==> config.mk <==
export PLATFORM = sky130hd
export DESIGN_NAME = decode_stage
export DESIGN_NICKNAME = d
export VERILOG_FILES = /design/src/verilog/rv_pkg.sv /design/src/verilog/decode_stage.sv /design/src/verilog/reg_file.sv /design/src/verilog/imm_gen.sv /design/src/verilog/id_control.sv
export SDC_FILE = /design/constraint.sdc
export NUM_CORES = 2
export LEC_CHECK = 0
export BUFFER_PORTS_ARGS = -buffer_cell sky130_fd_sc_hd__buf_2
export CORE_ASPECT_RATIO = 2
export CORE_MARGIN = 4
export CORE_UTILIZATION = 50
export DETAILED_ROUTE_END_ITERATION = 12
export GPL_ROUTABILITY_DRIVEN = 1
export HOLD_SLACK_MARGIN = 0.12
export PLACE_DENSITY_LB_ADDON = 0.05
export SYNTH_ARGS = -nofsm -noshare
export SYNTH_HDL_FRONTEND = slang
export SYNTH_HIERARCHICAL = 1
export SYNTH_SLANG_ARGS = --single-unit
==> constraint.sdc <==
create_clock -name clk -period 7.6 [get_ports clk]
set_clock_uncertainty 0.15 [all_clocks]
set_input_delay 1.52 -clock clk [delete_from_list [all_inputs] [get_ports clk]]
set_output_delay 1.52 -clock clk [all_outputs]
set_load 0.02 [all_outputs]
==> src/verilog/rv_pkg.sv <==
package rv_pkg;

    // Major opcodes
    localparam logic [6:0] opc_lui       = 7'b0110111;
    localparam logic [6:0] opc_auipc     = 7'b0010111;
    localparam logic [6:0] opc_jal       = 7'b1101111;
    localparam logic [6:0] opc_jalr      = 7'b1100111;
    localparam logic [6:0] opc_branch    = 7'b1100011;
    localparam logic [6:0] opc_load      = 7'b0000011;
    localparam logic [6:0] opc_store     = 7'b0100011;
    localparam logic [6:0] opc_ari_itype = 7'b0010011;
    localparam logic [6:0] opc_ari_rtype = 7'b0110011;
    localparam logic [6:0] opc_csr       = 7'b1110011;
    localparam logic [6:0] opc_fp_load   = 7'b0000111;
    localparam logic [6:0] opc_fp_store  = 7'b0100111;
    localparam logic [6:0] opc_fp_madd   = 7'b1000011;
    localparam logic [6:0] opc_fp        = 7'b1010011;

    // Function codes
    localparam logic [2:0] fnc_csrrw       = 3'b001;
    localparam logic [6:0] fnc7_fp_add     = 7'b0000000;
    localparam logic [6:0] fnc7_fp_fsgnj_s = 7'b0010000;
    localparam logic [6:0] fnc7_fp_mv_x_w  = 7'b1110000;
    localparam logic [6:0] fnc7_fp_mv_w_x  = 7'b1111000;
    localparam logic [6:0] fnc7_fp_cvt_s_w = 7'b1101000;

    // Immediate formats
    typedef enum logic [2:0] {
        imm_i    = 3'd0,
        imm_s    = 3'd1,
        imm_b    = 3'd2,
        imm_j    = 3'd3,
        imm_u    = 3'd4,
        imm_csr  = 3'd5,
        imm_none = 3'd6
    } imm_sel_e;

    // addi x0, x0, 0
    localparam logic [31:0] nop_inst = 32'h0000_0013;

    // Register file payloads
    typedef logic [31:0] xword_t;
    typedef logic [31:0] fword_t;

    // Writeback strobe for either register file
    typedef struct packed {
        logic        en;
        logic [4:0]  addr;
        logic [31:0] data;
    } reg_write_s;

    // ID/EX pipeline register contents
    typedef struct packed {
        logic        valid;
        logic        fpu_valid;
        logic [31:0] inst;
        logic [31:0] pc;
        logic [31:0] rs1_val;
        logic [31:0] rs2_val;
        logic [31:0] fs1_val;
        logic [31:0] fs2_val;
        logic [31:0] fs3_val;
        logic [31:0] imm;
    } id_ex_s;

endpackage
==> src/verilog/decode_stage.sv <==
`timescale 1ns/1ps

module decode_stage (
    input  logic               clk,
    input  logic               rst,
    input  logic [31:0]        inst,
    input  logic [31:0]        pc,
    input  logic [31:0]        ex_fp_inst,
    input  logic               fpu_busy,
    input  rv_pkg::reg_write_s x_wb,
    input  rv_pkg::reg_write_s f_wb,

    output rv_pkg::id_ex_s     id_ex,
    output logic               hold
);

    localparam rv_pkg::id_ex_s id_ex_bubble = '{inst: rv_pkg::nop_inst, default: '0};

    logic [4:0] rs1;
    logic [4:0] rs2;
    logic [4:0] fs1;
    logic [4:0] fs2;
    logic [4:0] fs3;

    assign rs1 = inst[19:15];
    assign rs2 = inst[24:20];
    assign fs1 = inst[19:15];
    assign fs2 = inst[24:20];
    assign fs3 = inst[31:27];

    rv_pkg::imm_sel_e imm_sel;
    logic             stall;
    logic             id_ex_stall;
    logic             fpu_valid;
    logic [31:0]      imm;

    rv_pkg::xword_t   rs1_val;
    rv_pkg::xword_t   rs2_val;
    rv_pkg::fword_t   fs1_val;
    rv_pkg::fword_t   fs2_val;
    rv_pkg::fword_t   fs3_val;

    id_control i_id_control (
        .inst        (inst),
        .ex_inst     (id_ex.inst),
        .ex_fp_inst  (ex_fp_inst),
        .fpu_busy    (fpu_busy),
        .imm_sel     (imm_sel),
        .stall       (stall),
        .id_ex_stall (id_ex_stall),
        .fpu_valid   (fpu_valid)
    );

    imm_gen i_imm_gen (
        .inst    (inst),
        .imm_sel (imm_sel),
        .imm     (imm)
    );

    // Integer file has only two read ports in use
    reg_file #(
        .data_t    (rv_pkg::xword_t),
        .hard_zero (1'b1)
    ) x_regs (
        .clk (clk),
        .rst (rst),
        .wr  (x_wb),
        .ra1 (rs1),
        .ra2 (rs2),
        .ra3 (5'd0),
        .rd1 (rs1_val),
        .rd2 (rs2_val),
        .rd3 ()
    );

    reg_file #(
        .data_t    (rv_pkg::fword_t),
        .hard_zero (1'b0)
    ) f_regs (
        .clk (clk),
        .rst (rst),
        .wr  (f_wb),
        .ra1 (fs1),
        .ra2 (fs2),
        .ra3 (fs3),
        .rd1 (fs1_val),
        .rd2 (fs2_val),
        .rd3 (fs3_val)
    );

    rv_pkg::id_ex_s id_ex_next;

    always_comb begin
        id_ex_next.valid     = 1'b1;
        id_ex_next.fpu_valid = fpu_valid;
        id_ex_next.inst      = inst;
        id_ex_next.pc        = pc;
        id_ex_next.rs1_val   = rs1_val;
        id_ex_next.rs2_val   = rs2_val;
        id_ex_next.fs1_val   = fs1_val;
        id_ex_next.fs2_val   = fs2_val;
        id_ex_next.fs3_val   = fs3_val;
        id_ex_next.imm       = imm;
    end

    // FPU back-pressure freezes ID/EX, a data hazard sends a bubble
    always_ff @(posedge clk) begin
        if (rst) begin
            id_ex <= id_ex_bubble;
        end else if (id_ex_stall) begin
            id_ex <= id_ex;
        end else if (stall) begin
            id_ex <= id_ex_bubble;
        end else begin
            id_ex <= id_ex_next;
        end
    end

    assign hold = stall || id_ex_stall;

endmodule

==> src/verilog/reg_file.sv <==
`timescale 1ns/1ps

module reg_file #(
    parameter type data_t    = logic [31:0],
    parameter bit  hard_zero = 1'b0
) (
    input  logic               clk,
    input  logic               rst,
    input  rv_pkg::reg_write_s wr,
    input  logic [4:0]         ra1,
    input  logic [4:0]         ra2,
    input  logic [4:0]         ra3,
    output data_t              rd1,
    output data_t              rd2,
    output data_t              rd3
);

    data_t regs [32];
    logic  wr_ok;

    // x0 never takes a write in the integer file
    assign wr_ok = wr.en && !(hard_zero && wr.addr == 5'd0);

    always_ff @(posedge clk) begin
        if (rst) begin
            for (int i = 0; i < 32; i++) begin
                regs[i] <= '0;
            end
        end else if (wr_ok) begin
            regs[wr.addr] <= data_t'(wr.data);
        end
    end

    // Write-through so a same-cycle read sees the new value
    function automatic data_t read_port(input logic [4:0] ra);
        data_t val;
        if (hard_zero && ra == 5'd0) begin
            val = '0;
        end else if (wr_ok && wr.addr == ra) begin
            val = data_t'(wr.data);
        end else begin
            val = regs[ra];
        end
        return val;
    endfunction

    always_comb begin
        rd1 = read_port(ra1);
        rd2 = read_port(ra2);
        rd3 = read_port(ra3);
    end

endmodule

==> src/verilog/imm_gen.sv <==
`timescale 1ns/1ps

module imm_gen (
    input  logic [31:0]      inst,
    input  rv_pkg::imm_sel_e imm_sel,
    output logic [31:0]      imm
);

    logic        sign;
    logic [31:0] imm_i_val;
    logic [31:0] imm_s_val;
    logic [31:0] imm_b_val;
    logic [31:0] imm_j_val;
    logic [31:0] imm_u_val;
    logic [31:0] imm_csr_val;

    assign sign = inst[31];

    assign imm_i_val = {{20{sign}}, inst[31:20]};
    assign imm_s_val = {{20{sign}}, inst[31:25], inst[11:7]};

    // Branch and jump offsets are halfword aligned
    assign imm_b_val = {{19{sign}}, inst[31], inst[7], inst[30:25], inst[11:8], 1'b0};
    assign imm_j_val = {{11{sign}}, inst[31], inst[19:12], inst[20], inst[30:21], 1'b0};

    assign imm_u_val = {inst[31:12], 12'b0};

    // uimm sits in the rs1 field
    assign imm_csr_val = {27'b0, inst[19:15]};

    always_comb begin
        case (imm_sel)
            rv_pkg::imm_i:   imm = imm_i_val;
            rv_pkg::imm_s:   imm = imm_s_val;
            rv_pkg::imm_b:   imm = imm_b_val;
            rv_pkg::imm_j:   imm = imm_j_val;
            rv_pkg::imm_u:   imm = imm_u_val;
            rv_pkg::imm_csr: imm = imm_csr_val;
            default:         imm = 32'b0;
        endcase
    end

endmodule

==> src/verilog/id_control.sv <==
`timescale 1ns/1ps

module id_control (
    input  logic [31:0]      inst,
    input  logic [31:0]      ex_inst,
    input  logic [31:0]      ex_fp_inst,
    input  logic             fpu_busy,

    output rv_pkg::imm_sel_e imm_sel,
    output logic             stall,
    output logic             id_ex_stall,
    output logic             fpu_valid
);

    logic [6:0] op;
    logic [4:0] opcode5;
    logic [2:0] funct3;
    logic [6:0] funct7;
    logic [6:0] ex_op;
    logic [6:0] ex_funct7;
    logic [6:0] fpu_op;
    logic [6:0] fpu_funct7;

    assign op         = inst[6:0];
    assign opcode5    = inst[6:2];
    assign funct3     = inst[14:12];
    assign funct7     = inst[31:25];
    assign ex_op      = ex_inst[6:0];
    assign ex_funct7  = ex_inst[31:25];
    assign fpu_op     = ex_fp_inst[6:0];
    assign fpu_funct7 = ex_fp_inst[31:25];

    // Integer sources actually read by the decoded instruction
    logic [4:0] rs1;
    logic [4:0] rs2;
    logic       has_rs1;
    logic       has_rs2;

    assign rs1 = inst[19:15];
    assign rs2 = inst[24:20];

    assign has_rs1 = op != rv_pkg::opc_lui && op != rv_pkg::opc_auipc
        && op != rv_pkg::opc_jal && op != rv_pkg::opc_fp_madd
        && (op != rv_pkg::opc_csr || funct3 == rv_pkg::fnc_csrrw)
        && (op != rv_pkg::opc_fp || funct7 == rv_pkg::fnc7_fp_mv_w_x
            || funct7 == rv_pkg::fnc7_fp_cvt_s_w)
        && rs1 != 5'd0;

    assign has_rs2 = (op == rv_pkg::opc_ari_rtype || op == rv_pkg::opc_store
        || op == rv_pkg::opc_branch) && rs2 != 5'd0;

    // FP sources, f0 is an ordinary register
    logic [4:0] fs1;
    logic [4:0] fs2;
    logic [4:0] fs3;
    logic       has_fs1;
    logic       has_fs2;
    logic       has_fs3;
    logic       fp_two_src;

    assign fs1 = inst[19:15];
    assign fs2 = inst[24:20];
    assign fs3 = inst[31:27];

    assign fp_two_src = op == rv_pkg::opc_fp
        && (funct7 == rv_pkg::fnc7_fp_add || funct7 == rv_pkg::fnc7_fp_fsgnj_s);

    assign has_fs1 = op == rv_pkg::opc_fp_madd || fp_two_src
        || (op == rv_pkg::opc_fp && funct7 == rv_pkg::fnc7_fp_mv_x_w);
    assign has_fs2 = op == rv_pkg::opc_fp_store || op == rv_pkg::opc_fp_madd || fp_two_src;
    assign has_fs3 = op == rv_pkg::opc_fp_madd;

    // Destinations of the EX instruction and of the FPU instruction
    logic [4:0] ex_rd;
    logic       ex_has_rd;
    logic       ex_has_fd;
    logic [4:0] fpu_fd;
    logic       fpu_has_fd;

    assign ex_rd = ex_inst[11:7];

    assign ex_has_rd = ex_op != rv_pkg::opc_store && ex_op != rv_pkg::opc_branch
        && ex_op != rv_pkg::opc_csr && ex_op != rv_pkg::opc_fp_load
        && ex_op != rv_pkg::opc_fp_store && ex_op != rv_pkg::opc_fp_madd
        && (ex_op != rv_pkg::opc_fp || ex_funct7 == rv_pkg::fnc7_fp_mv_x_w);

    // Only FLW writes the FP file from EX, the rest go through the FPU
    assign ex_has_fd = ex_op == rv_pkg::opc_fp_load;

    assign fpu_fd     = ex_fp_inst[11:7];
    assign fpu_has_fd = fpu_op == rv_pkg::opc_fp_madd
        || (fpu_op == rv_pkg::opc_fp && fpu_funct7 != rv_pkg::fnc7_fp_mv_x_w);

    function automatic logic fp_src_match(input logic [4:0] fd);
        return (has_fs1 && fs1 == fd) || (has_fs2 && fs2 == fd) || (has_fs3 && fs3 == fd);
    endfunction

    logic x_hazard;
    logic f_hazard;
    logic fpu_inst;

    assign x_hazard = ex_has_rd && ((has_rs1 && rs1 == ex_rd) || (has_rs2 && rs2 == ex_rd));

    always_comb begin
        f_hazard = (ex_has_fd && fp_src_match(ex_rd))
            || (fpu_has_fd && fp_src_match(fpu_fd));
    end

    assign fpu_inst = op == rv_pkg::opc_fp || op == rv_pkg::opc_fp_madd;

    assign stall       = x_hazard || f_hazard;
    assign id_ex_stall = fpu_busy && fpu_inst;
    assign fpu_valid   = fpu_inst && !fpu_busy;

    always_comb begin
        case (opcode5)
            rv_pkg::opc_ari_itype[6:2]: imm_sel = rv_pkg::imm_i;
            rv_pkg::opc_load[6:2]:      imm_sel = rv_pkg::imm_i;
            rv_pkg::opc_jalr[6:2]:      imm_sel = rv_pkg::imm_i;
            rv_pkg::opc_fp_load[6:2]:   imm_sel = rv_pkg::imm_i;
            rv_pkg::opc_store[6:2]:     imm_sel = rv_pkg::imm_s;
            rv_pkg::opc_fp_store[6:2]:  imm_sel = rv_pkg::imm_s;
            rv_pkg::opc_branch[6:2]:    imm_sel = rv_pkg::imm_b;
            rv_pkg::opc_jal[6:2]:       imm_sel = rv_pkg::imm_j;
            rv_pkg::opc_lui[6:2]:       imm_sel = rv_pkg::imm_u;
            rv_pkg::opc_auipc[6:2]:     imm_sel = rv_pkg::imm_u;
            rv_pkg::opc_csr[6:2]:       imm_sel = rv_pkg::imm_csr;
            default:                    imm_sel = rv_pkg::imm_none;
        endcase
    end

endmodule

Yosys cells after proc, flatten, opt, wreduce, memory -nomap -nowiden
Memories as Yosys holds them, arrays and structs flattened.
Cells that the tools add are included.
{"block": "word_totals", "register_bits": 258, "latchBits": 0, "mem_count": 3, "wordCells": 148, "mem_bits_rw": 2048, "out_inout_bits": 259, "rom_bits": 96, "in_bits": 175}
{"block": "op_classes", "mul": 0, "n_mux": 23, "n_eq_ne": 45, "n_addsub": 0, "n_reduce_logical": 67, "n_lt_le_gt_ge": 0, "n_bitwise": 0, "shift": 0, "div": 0}
{"memory": "f_regs.regs", "depth": 32, "word_bits": 32, "read_ports": 3, "rd_ports_with_merged_regs": 0, "wr": 32, "line_no": "reg_file.sv:18", "rtl": "data_t regs [32];"}
{"memory": "x_regs.regs", "depth": 32, "word_bits": 32, "read_ports": 2, "rd_ports_with_merged_regs": 0, "wr": 32, "line_no": "reg_file.sv:18"}
{"memory": "(no name shown)", "depth": 32, "word_bits": 3, "read_ports": 1, "rd_ports_with_merged_regs": 0, "wr": 0, "line_no": "id_control.sv:116", "rtl": "case (opcode5)"}
{"cell": "$mux W32", "n": 9}
{"cell": "$mux W258", "n": 1}
{"cell": "$pmux W32 S6", "n": 1}
{"cell": "$reduce_or A32 Y1", "n": 2}
{"cell": "$eq A7 B7 Y1 const B", "n": 9}
{"cell": "$ne A7 B7 Y1 const B", "n": 9}
{"cell": "$eq A5 B5 Y1", "n": 11}
{"cell": "$logic_and A1 B1 Y1", "n": 35}
{"cell": "$eq A7 B6 Y1 const B", "n": 3}
{"cell": "$logic_or A1 B1 Y1", "n": 21}
{"cell": "$ne A7 B6 Y1 const B", "n": 3}
{"cell": "$logic_not A5 Y1", "n": 3}
{"cell": "$mux W1", "n": 10}
{"cell": "$mux W5", "n": 2}
{"cell": "$reduce_bool A5 Y1", "n": 2}
{"cell": "$eq A7 B3 Y1 const B", "n": 1}
{"cell": "$eq A7 B5 Y1 const B", "n": 1}
{"cell": "$logic_not A7 Y1", "n": 1}
{"cell": "$ne A7 B3 Y1 const B", "n": 1}
{"cell": "$ne A7 B5 Y1 const B", "n": 1}
{"cell": "$eq A3 B1 Y1 const B", "n": 2}
{"cell": "$eq A3 B2 Y1 const B", "n": 2}
{"cell": "$eq A3 B3 Y1 const B", "n": 2}
{"cell": "$logic_not A3 Y1", "n": 1}
{"cell": "$logic_not A1 Y1", "n": 2}

Logic depth before layout (Yosys ltp)
{"block": "logic_depth", "ltp_word": 12, "depth_mapped": 14, "depth_no_buf": 10}

By module
The synthesis kept the hierarchy.
{"mod": "reg_file (f_regs)", "area_each_um2": 64269.1, "cells_each": 4729, "instances": 1, "seq_area_each_um2": 30749.5}
{"mod": "reg_file (x_regs)", "area_each_um2": 64120.2, "cells_each": 4735, "instances": 1, "seq_area_each_um2": 30749.5}
{"mod": "decode_stage", "area_each_um2": 11952.7, "cells_each": 1148, "instances": 1, "seq_area_each_um2": 5165.0}
{"mod": "id_control", "area_each_um2": 752.0, "cells_each": 111, "instances": 1, "seq_area_each_um2": 0.0}
{"mod": "imm_gen", "area_each_um2": 538.0, "cells_each": 80, "instances": 1, "seq_area_each_um2": 0.0}

Worst setup path before layout
OpenSTA, ideal clock, no wires.
{"block": "synth_timing", "path_type": "in2out", "from": "in inst[3]", "to": "out hold", "path_buffers": 3, "cell_stages": 11, "required_time_ps": 5930, "path_slack_ps": 2674, "arrival_ps": 3256, "path_cell_list": "buf_2 nor2_2 nand4_1 o32ai_2 nor3_1 o21a_1 a311o_1 nor2_8 inv_2 buf_6 buf_6"}
{"block": "synth_via", "elab_chain_len": 12, "elab_cells_between_ends": 51, "classes_between": "eq/ne (12); reduce/logical (39)"}
{"element": "start: declaration", "line_no": "decode_stage.sv:6", "rtl": "input logic [31:0] inst,"}
{"element": "$ne A7 B6 Y1 or $ne A7 B5 Y1 (tied branches)", "line_no": "id_control.sv:42", "rtl": "assign has_rs1 = op != rv_pkg::opc_lui && op != rv_pkg::opc_auipc"}
{"element": "$logic_and A1 B1 Y1", "line_no": "id_control.sv:42"}
{"element": "$logic_and A1 B1 Y1 (2 in series)", "line_no": "id_control.sv:43", "rtl": "&& op != rv_pkg::opc_jal && op != rv_pkg::opc_fp_madd"}
{"element": "$logic_and A1 B1 Y1", "line_no": "id_control.sv:44", "rtl": "&& (op != rv_pkg::opc_csr || funct3 == rv_pkg::fnc_csrrw)"}
{"element": "$logic_and A1 B1 Y1", "line_no": "id_control.sv:45", "rtl": "&& (op != rv_pkg::opc_fp || funct7 == rv_pkg::fnc7_fp_mv_w_x"}
{"element": "$logic_and A1 B1 Y1", "line_no": "id_control.sv:47", "rtl": "&& rs1 != 5'd0;"}
{"element": "$logic_and A1 B1 Y1", "line_no": "id_control.sv:102", "rtl": "assign x_hazard = ex_has_rd && ((has_rs1 && rs1 == ex_rd) || (has_rs2 && rs2 == ex_rd));"}
{"element": "$logic_or A1 B1 Y1", "line_no": "id_control.sv:102"}
{"element": "$logic_and A1 B1 Y1", "line_no": "id_control.sv:102"}
{"element": "$logic_or A1 B1 Y1 *", "line_no": "id_control.sv:111", "rtl": "assign stall = x_hazard || f_hazard;"}
{"element": "net stall", "line_no": "decode_stage.sv:32", "rtl": "logic stall;"}
{"element": "$logic_or A1 B1 Y1 *", "line_no": "decode_stage.sv:119", "rtl": "assign hold = stall || id_ex_stall;"}
{"element": "end: declaration", "line_no": "decode_stage.sv:14", "rtl": "output logic hold"}
Mark *: on every way through the listed nets, which the timed path passes. The rest lies on a longest branch.

Worst setup path after layout
{"block": "layout_timing", "from": "in inst[15]", "to": "out hold"}
{"block": "layout_via", "elab_chain_len": 8, "elab_cells_between_ends": 18, "classes_between": "eq/ne (2); reduce/logical (16)"}
{"element": "$eq A5 B5 Y1, on equally long branches", "line_no": "id_control.sv:95, id_control.sv:102"}
{"element": "$logic_and A1 B1 Y1", "line_no": "id_control.sv:95", "rtl": "return (has_fs1 && fs1 == fd) || (has_fs2 && fs2 == fd) || (has_fs3 && fs3 == fd);"}
{"element": "$logic_or A1 B1 Y1 (2 in series)", "line_no": "id_control.sv:95"}
{"element": "$logic_and A1 B1 Y1, on equally long branches", "line_no": "id_control.sv:105, id_control.sv:106"}
{"element": "$logic_or A1 B1 Y1", "line_no": "id_control.sv:106", "rtl": "|| (fpu_has_fd && fp_src_match(fpu_fd));"}
{"element": "$logic_or A1 B1 Y1 *", "line_no": "id_control.sv:111"}
{"element": "net stall", "line_no": "decode_stage.sv:32"}
{"element": "$logic_or A1 B1 Y1 *", "line_no": "decode_stage.sv:119"}
Marked as above.

==> summary by stage <==
Floorplanning
The die is 737 microns tall. The initialized floorplan defines around 270 standard-cell rows. During I/O placement, the number of pins put on the boundary was about 430. The die footprint is 0.275 sq mm. The total area inside the core boundary comes to roughly 0.26 sq mm. The initial utilization of the core area, before any placement, comes to 0.502. The die width is between 300 and 400 microns.

Drt
In this run the remaining antenna-violating nets after routing total 0. The iteration-0 DRC count of the detailed router is approximately 13k. The routed wire length is roughly 560000 microns.

After detailed routing, the number of vias per cell comes to between 7 and 8. Dividing the detail-routed wire length by the instance count gives between 40 and 50 microns. The first detailed-routing pass ran for 7 iterations. In the routed design, unresolved DRC markers number 0.

Across all layers, the routed design uses 95.3k vias.

Clocking
For the worst-skew pair, the clock arrives at the later sink with an insertion delay of between 900 and 1000 ps. The number of buffers created by CTS is 222. The clock sink count is approximately 2.3k.

The root buffer cell chosen for the clock tree is clkbuf_16. The TritonCTS clock tree is yes. The number of H-tree levels is 4. Buffers added to address setup during post-CTS repair amount to 0. The cts-stage hold buffer count is 0. The number of cells upsized or downsized after cts is 0.

The clock passes through at most 4 buffers. The clock-pin slew of the registers on the worst-case setup and hold paths is around 60 ps.

Finish
The utilization after layout is 0.547. The final layout contains roughly 10k nets. The number of filler instances in the final layout is approximately 22k.

Across the whole layout, storage elements account for ~0.067 sq mm. In the final layout, the share of cells above drive strength 1 is 0.250. The combined area of the multi-input logic cells is ~0.061 sq mm. Relative to the synthesized area, the layout overhead comes to 8.87%.

Setup path
The category of the worst setup path capture point is an output port. Among cell families on the critical path, the largest total delay comes from compound AO/OA/AOI/OAI gates. The largest stage delay on the critical path is approximately 600 ps. In this run the worst path has a maximum fanout of 40. Data arrives at the worst endpoint at around 4100 ps.

The signal on the critical path passes through buf_8 -> or4_1 -> o22ai_1 -> nor3_1 -> o21a_1 -> a311o_1 -> nor2_8 -> inv_8 -> buf_2. The slowest library cell on the worst path is or4_1. The worst endpoint required time is between 5000 and 6000 ps.

STA classifies the critical path startpoint as an input port. The total buffers and inverters traversed by the critical path is 3. The type of the worst setup path is input port to output port.

Timing
The setup violation total in the final timing report is 0. Derived from the worst setup path, the maximum achievable clock frequency is roughly 0.17 GHz. The number of max-slew violations in the final report came to 0. The final number of hold-violating endpoints was 0. The final worst-path cycle share is 0.765. The tightest hold path in the finished design has a slack of 320 ps.

Setup repair after global routing left no endpoint under its margin. In the final timing run, aggregate negative setup slack is 0 ps. The shortest period the worst path allows is about 5800 ps. At the pin with the least slew margin, the transition time is between 1000 and 1500 ps. Measured against its own limit, the worst slew margin works out to 0.116.

GRT
The initial antenna violation count is 45. The total overflow left after global routing is 0. The via count of the first global-routing pass is 96.3k. The first global-routing pass estimated 760000 microns of wire.

For this run, the total global-route usage over all layers was measured as 0.400. Entering global routing, the biggest net connects roughly 120 pins.

Placement
The count of buffers inserted at the top-level ports is 420. The final estimated routing congestion in global placement is approximately 0.97. The half-perimeter wire length after detailed placement is ~350000 microns.

Pwr
The analysis attributes to cell leakage a power of roughly 51 nW. The maximum VDD drop is between 0.2 and 0.25 mV. In this run the power density over the cells is roughly 220 mW/mm^2.

Run status
The run finished with clean final reports.

Synth
The gate count after technology mapping is about 10k. In this run the cell area of the synthesized design comes to roughly 0.13 sq mm. In this run the mean area of a mapped cell was roughly 13 sq um. The total of warnings raised by yosys is 6.

Flow run
The number of max-capacitance violations reported is 0.

Worst hold path
The path class of the tightest hold or removal check is flip-flop to flip-flop.
## sequential cells by signal (all words and copies together) (netlist names)
signal and flops:
x_regs/regs 1024, f_regs/regs 1024, id_ex 258
## metal layers
layer  routed length [microns]  GRT usage
met5                       187          0
met4                     59400      0.343
met3                     52100     0.0821
met2                    270000      0.664
met1                    177000      0.435
## layout make-up
class	count	share of cell area
timing repair buffer	751	0.0353
clock inverter	126	0.00827
antenna	34	0.000588
multi-input combinational	6618	0.423
tap	3497	0.0303
inverter	7	0.000234
clock buffer	277	0.0414
sequential	2306	0.461
## placed cells by master, fill, tap and decap left out, types with 59 or more instances in the layout
master / count
edfxtp_1: 2048
nand2_1: 536
buf_2: 406
nand2b_1: 296
a21oi_1: 79
nor2_1: 103
o221ai_1: 61
a211oi_1: 79
nor2_4: 64
o22ai_2: 250
a22oi_1: 238
dfxtp_1: 258
buf_4: 301
mux4_2: 859
o22ai_1: 218
clkbuf_16: 224
nor3_1: 60
mux2i_1: 742
mux2_2: 126
and2_1: 2021
a32o_1: 59
nor2b_1: 79
## worst paths after layout
check,cells after the start,slack (ps),to,from
setup / recovery,9,1790,hold,inst[15]
hold reg to reg,2,320,id_ex[257],id_ex[257]
setup reg to reg,10,3350,id_ex[42],id_ex[253]
hold / removal,2,320,id_ex[257],id_ex[257]
## report_power, final
| part | leakage, nW | switching, mW | total [mW] | internal [mW] |
|---|---|---|---|---|
| Clock | 3.51 | 5.18 | 11.5 | 6.28 |
| Sequential | 21.6 | 0.480 | 15.0 | 14.5 |
| Combinational | 26.0 | 3.03 | 4.81 | 1.78 |
| Total | 51.1 | 8.69 | 31.3 | 22.6 |
## worst min-delay path: cells and delay by family, from the launching register on
family          cells  cell delay [ps]
simple gates        1               60
flops               1              310
compound gates      1               50
## metrics by stage
step	instances	cell area (sq um)	setup slack (ps)	total power, mW
after floorplan	10000	133000	2670	18.0
after global placement	13200	137000	1970	19.9
after detailed placement	13200	137000	1980	20.0
after CTS	13600	145000	1950	31.3
after global routing	13600	145000	1810	32.0
final	13600	145000	1790	31.3
Note: power is estimated with default switching activity, not from simulation.
